===== src/hw/cache_pkg.sv =====
// address layout constants, way count, address field struct and address union
package cache_pkg;

    // word address is tag | index | offset
    localparam int ADDR_WIDTH   = 16;
    localparam int OFFSET_WIDTH = 2;
    localparam int INDEX_WIDTH  = 4;
    localparam int TAG_WIDTH    = ADDR_WIDTH - INDEX_WIDTH - OFFSET_WIDTH;

    // four words per block
    localparam int BLOCK_WORDS = 1 << OFFSET_WIDTH;

    // one LRU bit per set assumes exactly two ways
    localparam int NUM_WAYS = 2;

    localparam int num_sets = 1 << INDEX_WIDTH;

    typedef struct packed {
        logic [TAG_WIDTH-1:0]    tag;
        logic [INDEX_WIDTH-1:0]  index;
        logic [OFFSET_WIDTH-1:0] offset;
    } addr_fields_t;

    // raw for ports and write-back address, fields for lookup
    typedef union packed {
        logic [ADDR_WIDTH-1:0] raw;
        addr_fields_t          fields;
    } cache_addr_u;

endpackage


===== src/hw/cache_req_stage.sv =====
// cache_req_stage: request capture register and address split for the ways
`timescale 1ns/1ps

module cache_req_stage #(
    parameter int DATA_WIDTH = 32
) (
    input  logic                                 clk,
    input  logic                                 reset,
    input  logic                                 req,
    input  logic [cache_pkg::ADDR_WIDTH-1:0]     req_addr,
    input  logic                                 req_write,
    input  logic [DATA_WIDTH-1:0]                req_wdata,

    output logic                                 look_valid,
    output logic                                 look_write,
    output logic [cache_pkg::TAG_WIDTH-1:0]      look_tag,
    output logic [cache_pkg::INDEX_WIDTH-1:0]    look_index,
    output logic [cache_pkg::OFFSET_WIDTH-1:0]   look_offset,
    output logic [DATA_WIDTH-1:0]                look_wdata
);

    cache_pkg::cache_addr_u look_addr;

    // strobe and write flag
    always_ff @(posedge clk or posedge reset) begin
        if (reset) begin
            look_valid <= 1'b0;
            look_write <= 1'b0;
        end else begin
            look_valid <= req;
            look_write <= req & req_write;
        end
    end

    // address and data held until the next request
    always_ff @(posedge clk) begin
        if (req) begin
            look_addr.raw <= req_addr;
            look_wdata    <= req_wdata;
        end
    end

    // split for lookup
    assign look_tag    = look_addr.fields.tag;
    assign look_index  = look_addr.fields.index;
    assign look_offset = look_addr.fields.offset;

    // the ways and the victim stage qualify everything with this strobe
    look_valid_known: assert property (
        @(posedge clk) disable iff (reset)
        !$isunknown(look_valid)
    ) else $error("look_valid is unknown after reset");

endmodule


===== src/hw/cache_way.sv =====
// cache_way: one way's tag, valid, dirty and block arrays with tag compare and update
`timescale 1ns/1ps

module cache_way #(
    parameter int DATA_WIDTH = 32
) (
    input  logic                                          clk,
    input  logic                                          reset,
    input  logic [cache_pkg::TAG_WIDTH-1:0]               look_tag,
    input  logic [cache_pkg::INDEX_WIDTH-1:0]             look_index,
    input  logic [cache_pkg::OFFSET_WIDTH-1:0]            look_offset,
    input  logic [DATA_WIDTH-1:0]                         look_wdata,
    input  logic                                          write_hit,
    input  logic                                          alloc,
    input  logic                                          look_write,

    output logic                                          way_hit,
    output logic                                          way_valid,
    output logic                                          way_dirty,
    output logic [cache_pkg::TAG_WIDTH-1:0]               way_tag,
    output logic [cache_pkg::BLOCK_WORDS*DATA_WIDTH-1:0]  way_block
);

    // per-set arrays
    logic [cache_pkg::TAG_WIDTH-1:0] tag_mem [cache_pkg::num_sets];
    logic [cache_pkg::BLOCK_WORDS-1:0][DATA_WIDTH-1:0] data_mem [cache_pkg::num_sets];
    logic [cache_pkg::num_sets-1:0] valid_bits;
    logic [cache_pkg::num_sets-1:0] dirty_bits;

    logic [cache_pkg::BLOCK_WORDS-1:0][DATA_WIDTH-1:0] cur_block;
    logic [cache_pkg::BLOCK_WORDS-1:0][DATA_WIDTH-1:0] new_block;

    // addressed set, read combinationally during lookup
    assign cur_block = data_mem[look_index];
    assign way_valid = valid_bits[look_index];
    assign way_dirty = dirty_bits[look_index];
    assign way_tag   = tag_mem[look_index];
    assign way_block = cur_block;
    assign way_hit   = way_valid && (way_tag == look_tag);

    // allocation starts from an empty block, no refill
    always_comb begin
        new_block = alloc ? '0 : cur_block;
        if (look_write) begin
            new_block[look_offset] = look_wdata;
        end
    end

    always_ff @(posedge clk) begin
        if (write_hit || alloc) begin
            data_mem[look_index] <= new_block;
        end
        if (alloc) begin
            tag_mem[look_index] <= look_tag;
        end
    end

    always_ff @(posedge clk or posedge reset) begin
        if (reset) begin
            valid_bits <= '0;
            dirty_bits <= '0;
        end else begin
            if (alloc) begin
                valid_bits[look_index] <= 1'b1;
                dirty_bits[look_index] <= look_write;
            end else if (write_hit) begin
                dirty_bits[look_index] <= 1'b1;
            end
        end
    end

    // victim stage must never ask for both on the same way
    strobes_exclusive: assert property (
        @(posedge clk) disable iff (reset)
        !(write_hit && alloc)
    ) else $error("write_hit and alloc high together");

endmodule


===== src/hw/cache_victim_select.sv =====
// hit merge, LRU bits, victim choice, read mux, strobes and write-back
`timescale 1ns/1ps

module cache_victim_select #(
    parameter int DATA_WIDTH = 32
) (
    input  logic                                         clk,
    input  logic                                         reset,
    input  logic                                         look_valid,
    input  logic                                         look_write,
    input  logic [cache_pkg::INDEX_WIDTH-1:0]            look_index,
    input  logic [cache_pkg::OFFSET_WIDTH-1:0]           look_offset,
    input  logic [DATA_WIDTH-1:0]                        look_wdata,
    input  logic [cache_pkg::NUM_WAYS-1:0]               way_hit,
    input  logic [cache_pkg::NUM_WAYS-1:0]               way_valid,
    input  logic [cache_pkg::NUM_WAYS-1:0]               way_dirty,
    input  logic [cache_pkg::NUM_WAYS-1:0][cache_pkg::TAG_WIDTH-1:0] way_tag,
    input  logic [cache_pkg::NUM_WAYS-1:0][cache_pkg::BLOCK_WORDS*DATA_WIDTH-1:0] way_block,

    output logic [cache_pkg::NUM_WAYS-1:0]               write_hit,
    output logic [cache_pkg::NUM_WAYS-1:0]               alloc,
    output logic                                         resp_valid,
    output logic                                         resp_hit,
    output logic [DATA_WIDTH-1:0]                        resp_rdata,
    output logic                                         write_back,
    output logic [cache_pkg::ADDR_WIDTH-cache_pkg::OFFSET_WIDTH-1:0] wb_addr,
    output logic [cache_pkg::BLOCK_WORDS*DATA_WIDTH-1:0] wb_data
);

    localparam int WAY_BITS = $clog2(cache_pkg::NUM_WAYS);

    // bit names the way to evict next
    logic [cache_pkg::num_sets-1:0] lru_bits;

    logic                 any_hit;
    logic                 miss;
    logic                 evict;
    logic [WAY_BITS-1:0]  hit_way;
    logic [WAY_BITS-1:0]  victim;
    logic [WAY_BITS-1:0]  used_way;
    logic [DATA_WIDTH-1:0] rd_word;
    logic [cache_pkg::BLOCK_WORDS-1:0][DATA_WIDTH-1:0] hit_block;
    cache_pkg::cache_addr_u wb_line;

    assign any_hit = look_valid && (|way_hit);
    assign miss    = look_valid && !(|way_hit);

    // first invalid way wins, otherwise LRU
    always_comb begin
        hit_way = '0;
        victim  = lru_bits[look_index];
        for (int w = cache_pkg::NUM_WAYS - 1; w >= 0; w--) begin
            if (way_hit[w]) begin
                hit_way = WAY_BITS'(w);
            end
            if (!way_valid[w]) begin
                victim = WAY_BITS'(w);
            end
        end
    end

    assign used_way = any_hit ? hit_way : victim;
    assign evict    = miss && way_valid[victim] && way_dirty[victim];

    // write hits answer with the word as it was before the write
    assign hit_block = way_block[hit_way];
    assign rd_word   = any_hit ? hit_block[look_offset] : '0;

    always_comb begin
        for (int w = 0; w < cache_pkg::NUM_WAYS; w++) begin
            write_hit[w] = any_hit && look_write && (hit_way == WAY_BITS'(w));
            alloc[w]     = miss && (victim == WAY_BITS'(w));
        end
    end

    // evicted line address is tag and index without the offset
    always_comb begin
        wb_line.fields.tag    = way_tag[victim];
        wb_line.fields.index  = look_index;
        wb_line.fields.offset = '0;
    end

    always_ff @(posedge clk or posedge reset) begin
        if (reset) begin
            lru_bits <= '0;
        end else if (look_valid) begin
            lru_bits[look_index] <= ~used_way;
        end
    end

    always_ff @(posedge clk or posedge reset) begin
        if (reset) begin
            resp_valid <= 1'b0;
            resp_hit   <= 1'b0;
            write_back <= 1'b0;
        end else begin
            resp_valid <= look_valid;
            resp_hit   <= any_hit;
            write_back <= evict;
        end
    end

    always_ff @(posedge clk) begin
        resp_rdata <= rd_word;
        if (evict) begin
            wb_addr <= wb_line.raw[cache_pkg::ADDR_WIDTH-1:cache_pkg::OFFSET_WIDTH];
            wb_data <= way_block[victim];
        end
    end

    // a tag lives in at most one way of a set
    single_hit: assert property (
        @(posedge clk) disable iff (reset)
        look_valid |-> $onehot0(way_hit)
    ) else $error("more than one way hit in set %0d", look_index);

    // a hit write must carry known data
    wdata_known: assert property (
        @(posedge clk) disable iff (reset)
        (|write_hit) |-> !$isunknown(look_wdata)
    ) else $error("write hit with unknown write data");

endmodule


===== src/hw/cache_top.sv =====
// cache_top: request stage, two cache ways and the victim/response stage
`timescale 1ns/1ps

module cache_top #(
    parameter int DATA_WIDTH = 32
) (
    input  logic                                         clk,
    input  logic                                         reset,
    input  logic                                         req,
    input  logic [cache_pkg::ADDR_WIDTH-1:0]             req_addr,
    input  logic                                         req_write,
    input  logic [DATA_WIDTH-1:0]                        req_wdata,

    output logic                                         resp_valid,
    output logic                                         resp_hit,
    output logic [DATA_WIDTH-1:0]                        resp_rdata,
    output logic                                         write_back,
    output logic [cache_pkg::ADDR_WIDTH-cache_pkg::OFFSET_WIDTH-1:0] wb_addr,
    output logic [cache_pkg::BLOCK_WORDS*DATA_WIDTH-1:0] wb_data
);

    // lookup stage signals
    logic                                 look_valid;
    logic                                 look_write;
    logic [cache_pkg::TAG_WIDTH-1:0]      look_tag;
    logic [cache_pkg::INDEX_WIDTH-1:0]    look_index;
    logic [cache_pkg::OFFSET_WIDTH-1:0]   look_offset;
    logic [DATA_WIDTH-1:0]                look_wdata;

    // per-way status and strobes
    logic [cache_pkg::NUM_WAYS-1:0]       way_hit;
    logic [cache_pkg::NUM_WAYS-1:0]       way_valid;
    logic [cache_pkg::NUM_WAYS-1:0]       way_dirty;
    logic [cache_pkg::NUM_WAYS-1:0][cache_pkg::TAG_WIDTH-1:0] way_tag;
    logic [cache_pkg::NUM_WAYS-1:0][cache_pkg::BLOCK_WORDS*DATA_WIDTH-1:0] way_block;
    logic [cache_pkg::NUM_WAYS-1:0]       write_hit;
    logic [cache_pkg::NUM_WAYS-1:0]       alloc;

    cache_req_stage #(
        .DATA_WIDTH (DATA_WIDTH)
    ) u_req_stage (
        .clk         (clk),
        .reset       (reset),
        .req         (req),
        .req_addr    (req_addr),
        .req_write   (req_write),
        .req_wdata   (req_wdata),
        .look_valid  (look_valid),
        .look_write  (look_write),
        .look_tag    (look_tag),
        .look_index  (look_index),
        .look_offset (look_offset),
        .look_wdata  (look_wdata)
    );

    for (genvar w = 0; w < cache_pkg::NUM_WAYS; w++) begin : g_way
        cache_way #(
            .DATA_WIDTH (DATA_WIDTH)
        ) u_way (
            .clk         (clk),
            .reset       (reset),
            .look_tag    (look_tag),
            .look_index  (look_index),
            .look_offset (look_offset),
            .look_wdata  (look_wdata),
            .write_hit   (write_hit[w]),
            .alloc       (alloc[w]),
            .look_write  (look_write),
            .way_hit     (way_hit[w]),
            .way_valid   (way_valid[w]),
            .way_dirty   (way_dirty[w]),
            .way_tag     (way_tag[w]),
            .way_block   (way_block[w])
        );
    end

    cache_victim_select #(
        .DATA_WIDTH (DATA_WIDTH)
    ) u_victim_select (
        .clk         (clk),
        .reset       (reset),
        .look_valid  (look_valid),
        .look_write  (look_write),
        .look_index  (look_index),
        .look_offset (look_offset),
        .look_wdata  (look_wdata),
        .way_hit     (way_hit),
        .way_valid   (way_valid),
        .way_dirty   (way_dirty),
        .way_tag     (way_tag),
        .way_block   (way_block),
        .write_hit   (write_hit),
        .alloc       (alloc),
        .resp_valid  (resp_valid),
        .resp_hit    (resp_hit),
        .resp_rdata  (resp_rdata),
        .write_back  (write_back),
        .wb_addr     (wb_addr),
        .wb_data     (wb_data)
    );

endmodule


===== config.mk =====
export PLATFORM = sky130hd
export DESIGN_NAME = cache_top
export DESIGN_NICKNAME = d
export VERILOG_FILES = /design/src/hw/cache_pkg.sv /design/src/hw/cache_req_stage.sv /design/src/hw/cache_way.sv /design/src/hw/cache_victim_select.sv /design/src/hw/cache_top.sv
export SDC_FILE = /design/constraint.sdc
export NUM_CORES = 2
export LEC_CHECK = 0
export BUFFER_PORTS_ARGS = -buffer_cell sky130_fd_sc_hd__buf_4
export CELL_PAD_IN_SITES_DETAIL_PLACEMENT = 1
export CELL_PAD_IN_SITES_GLOBAL_PLACEMENT = 1
export CORE_MARGIN = 5
export CORE_UTILIZATION = 50
export CTS_CLUSTER_SIZE = 25
export DETAILED_ROUTE_END_ITERATION = 10
export PLACE_DENSITY_LB_ADDON = 0.2
export SLEW_MARGIN = 40
export SYNTH_ARGS = -nofsm -noshare
export SYNTH_HDL_FRONTEND = slang
export SYNTH_MEMORY_MAX_BITS = 65536
export SYNTH_SLANG_ARGS = --single-unit
export TNS_END_PERCENT = 20

===== constraint.sdc =====
create_clock -name clk -period 14 [get_ports clk]
set_input_delay 2.1 -clock clk [delete_from_list [all_inputs] [get_ports clk]]
set_output_delay 2.1 -clock clk [all_outputs]
set_load 0.1 [all_outputs]

==> summary.md <==
| Metric | Value |
|---|---|
| Status | completed |
| Async set or reset register ratio after synthesis | between 1.5 and 2% |
| Synthesis warning total | 0 |
| RSZ-0062 raised after global routing | false |
| Final number of setup-violating endpoints | 0 |
| Number of buffers added by the clock tree synthesis step | about 480 |
| Post-synthesis sequential element count | 4727 |
| Global routing usage summed across all routing layers | ~28% |
| Detailed placer's ending HPWL | between 200 and 300 mm |
| CTS tree | built |
| Die Span Y | around 620 um |
| Vias per Instance | 6.68 |
| Share of layout cells above drive strength 1 | ~32% |
| Proportion of power drawn by the clock network | between 30 and 40% |
| Leakage power of the design | 66.3 nW |
| Initial cell density of the core | roughly half |
| Setup_tns | 0 ps |
| Final worst setup slack | about 6500 ps |
| Clock Pin Slew Worst Setup and Hold Paths | roughly 60 ps |
| Largest buffer count on any clock path | 4 |
| Period utilisation layout | 53.8% |
| Worst-path maximum fanout | 45 |
| Number of iterations in the first detailed-routing pass | 8 |
| Number of antenna violations at the first check in global routing | 32 |
| CORE AREA | between 0.3 and 0.4 mm2 |
| Mean routed wirelength per cell | 38.9 um |
| Total via count after detailed routing | 90300 |
| Slowest stage cell, crit path | buf_4 |
| Gate count after technology mapping | just under 8000 |
| Synth Flop Type | edfxtp_1 |
| Classification of the worst setup path | flop to flop |
| Sequential fraction of the synthesis area | around 77% |
| Switching Fraction | 25.2% |
| Die W | 615 um |
| Flop pwr share | between 40% and 50% |
| Max-capacitance violation count | 0 |
| H-tree lvl count | 5 |
| Distinct cell type count after synthesis | 67 |
| Library cell used as clock root buffer | clkbuf_16 |
| F_max | 133 MHz |
| Maximum single-stage delay on the critical path | approximately 700 ps |
| Count of nets after finishing | about 8300 |
| Total wire length after detailed routing | roughly 530 mm |
| Comb power frac | between 10% and 20% |
| Worst-case headroom to the max-slew limit | about a third |
| Die outline area | between 0.3 and 0.4 mm2 |
| Sw Pwr | ~0.0087 W |
| Category of cells accounting for the largest share of critical-path delay | buffers and inverters |
| First-pass GRT wire length | ~750 mm |
| Pwr/cell area | ~170 mW/mm2 |
| First-iteration detailed-routing DRC count | roughly 12000 |
| CP cell instances | buf_12, buf_6, mux4_2, xnor2_1, nor3_1, a2111oi_0, o211ai_1, nor4_4, buf_4, buf_4, a31oi_4, buf_4, nor2_4, buf_4, buf_4, buf_4 |
| Setup slack at placement | about 6500 ps |
| Final count of pins violating max slew | 0 |
| Number of global-route vias before repair | 93800 |
| Commonest non-fill, non-tap cell in the layout | edfxtp_1 |
| Slew @ Worst Pin | between 1000 and 1500 ps |
| CP Data Required Time | 14610 ps |
| Number of gates resized after cts | 0 |
| Worst min-delay path category | flop to flop |
| Layout area overhead | 13.7% |
| Detailed-route DRC error count | 0 |
| Post-route clock skew | just over 50 ps |
| Maximum number of pins on one net before global-route repair | ~130 |
| Clk sinks | ~4700 |
| Internal power summed over all cells | roughly 0.026 W |
| Buffers inserted during post-CTS setup optimization | 0 |
| Final global-route overflow total | 0 |
| Critical path endpoint category | flop |
| Count of flip-flops with a built-in enable after synthesis | about 4600 |
| Synthesized net count | 7860 |
| Number of antenna-violating nets in the routed design | 0 |
| Final critical path time including I/O delays and setup | ~7500 ps |
| Max VDD drop | roughly 0.12 mV |
| Top library cells by usage in the layout, fill and taps aside | 4606 x edfxtp_1, 1380 x mux4_2, 487 x clkbuf_16 |
| Hold-fix buffers at CTS | 0 |
| Sort of element at the start of the critical path | flop |
| Clock insertion delay at the later pin of the skew report | a little over 1000 ps |
| PortBufs | ~230 |
| Arrival time worst endpoint | 8140 ps |
| RD Place Congestion | ~0.83 |
| Post-Syn Area | 0.183 mm2 |
| Mapped Avg Cell Area | ~23 um2 |
| Number of buffers and inverters on the critical path | 8 |
| Cell with the most instances on the worst path | buf_4 |
| Cell row count | 222 |
| Boundary pin count | ~230 |
| Endpoints failing hold | 0 |
==> power by group through the flow <==
stage / Combinational, W / Clock (W) / Sequential (W)
after CTS: 0.00459 / 0.0129 / 0.0171
after floorplan: 0.00265 / 0 / 0.0175
after detailed placement: 0.00457 / 0 / 0.0174
final: 0.00460 / 0.0127 / 0.0171
after global routing: 0.00482 / 0.0136 / 0.0171
after global placement: 0.00433 / 0 / 0.0174
==> layer usage <==
metal	global-route usage (%)	part of all wire, %
met5	0	0.0076
met4	9.20	3.7
met3	5.17	9.2
met2	44.3	48
met1	39.1	39
==> cells in the mapped netlist, drive strengths merged (2+ instances only) <==
cell | instances | area [um2]
nand3 | 10 | 55.1
a21oi | 50 | 250
a22o | 257 | 2250
mux2i | 101 | 1020
edfxtp | 4606 | 138000
a211oi | 32 | 245
xnor2 | 16 | 140
xor2 | 4 | 35.0
a2111oi | 3 | 26.3
o2bb2ai | 17 | 149
and2 | 6 | 37.5
a221oi | 6 | 52.6
nor4b | 3 | 26.3
mux4 | 1380 | 31100
a41oi | 2 | 17.5
nor3b | 2 | 15.0
dfxtp | 36 | 721
nor2b | 38 | 238
nand2b | 27 | 169
clkbuf | 247 | 927
a21o | 2 | 15.0
o21bai | 2 | 18.8
or3 | 2 | 12.5
dfrtp | 85 | 2130
or2 | 21 | 131
o21ai | 26 | 130
nor3 | 17 | 90.1
nand2 | 152 | 571
nand4 | 4 | 25.0
nor2 | 117 | 454
o31ai | 18 | 135
buf | 239 | 1140
nor4 | 3 | 40.0
inv | 29 | 109
a31oi | 32 | 215
mux2 | 158 | 1780
a22oi | 23 | 173
o211ai | 2 | 15.0
o32a | 3 | 30.0
and3 | 8 | 50.1
o22ai | 10 | 62.6
==> stage by stage <==
step / util (%) / hold slack [ps] / instances / power (W) / instance area (um2)
final: 57.0 / 465 / 13500 / 0.0344 / 208000
after global routing: 57.0 / 476 / 13500 / 0.0355 / 208000
after CTS: 57.0 / 467 / 13500 / 0.0346 / 208000
after detailed placement: 52.7 / 450 / 12600 / 0.0220 / 193000
after global placement: 52.3 / 442 / 12600 / 0.0217 / 191000
after floorplan: - / 421 / 7808 / 0.0201 / 183000
==> cell families (layout without fill, tap and decap cells) <==
family / Yosys count / count (layout) / synth area share, %
DFF: 4727 / 4727 / 77.1
other: 0 / 11 / 0
muxes: 1639 / 1639 / 18.5
and+or+nand+nor: 413 / 413 / 1.06
xor gates and xnor gates: 20 / 20 / 0.0956
AOI/OAI and AO/OA: 494 / 494 / 2.11
buffers and inverters: 515 / 1413 / 1.19
==> worst paths after layout <==
path / end / startpoint / slack [ps] / cells after the start
max: g_way[0].u_way.data_mem[11][3]$_DFFE_PP_ / flop / 6470 / 16
min: g_way[1].u_way.valid_bits[0]$_DFFE_PP0P_ / g_way[1].u_way.valid_bits[0]$_DFFE_PP0P_ / 460 / 1
max reg2reg: g_way[0].u_way.data_mem[11][3]$_DFFE_PP_ / flop / 6470 / 16
min reg2reg: g_way[1].u_way.valid_bits[0]$_DFFE_PP0P_ / g_way[1].u_way.valid_bits[0]$_DFFE_PP0P_ / 460 / 1
max in group asynchronous: u_victim_select.lru_bits[5]$_DFFE_PP0P_ / reset / 11990 / 3
min in group asynchronous: u_victim_select.write_back$_DFF_PP0_ / reset / 1020 / 2
==> final cells by class <==
class                           count  area, um2
Multi-Input combinational cell   2566      40300
Fill cell                       29700     157000
Clock inverter                    307       2860
Clock buffer                      579      12600
Tap cell                         4816       6030
Inverter                           29        123
Antenna cell                       11       27.5
Sequential cell                  4727     141000
Timing Repair Buffer              498       5090
==> registers in the layout, indices dropped and copies added (netlist names), named ones only <==
signal / count
u_req_stage.look_valid: 1
u_req_stage.look_wdata: 32
g_way.u_way.valid_bits: 32
u_victim_select.wb_addr: 14
u_req_stage.look_addr: 16
u_req_stage.look_write: 1
u_victim_select.resp_rdata: 32
u_victim_select.write_back: 1
u_victim_select.lru_bits: 16
u_victim_select.resp_hit: 1
g_way.u_way.tag_mem: 320
u_victim_select.wb_data: 128
u_victim_select.resp_valid: 1
g_way.u_way.dirty_bits: 32
g_way.u_way.data_mem: 4096
No activity file was read; power rests on OpenSTA's default activity.
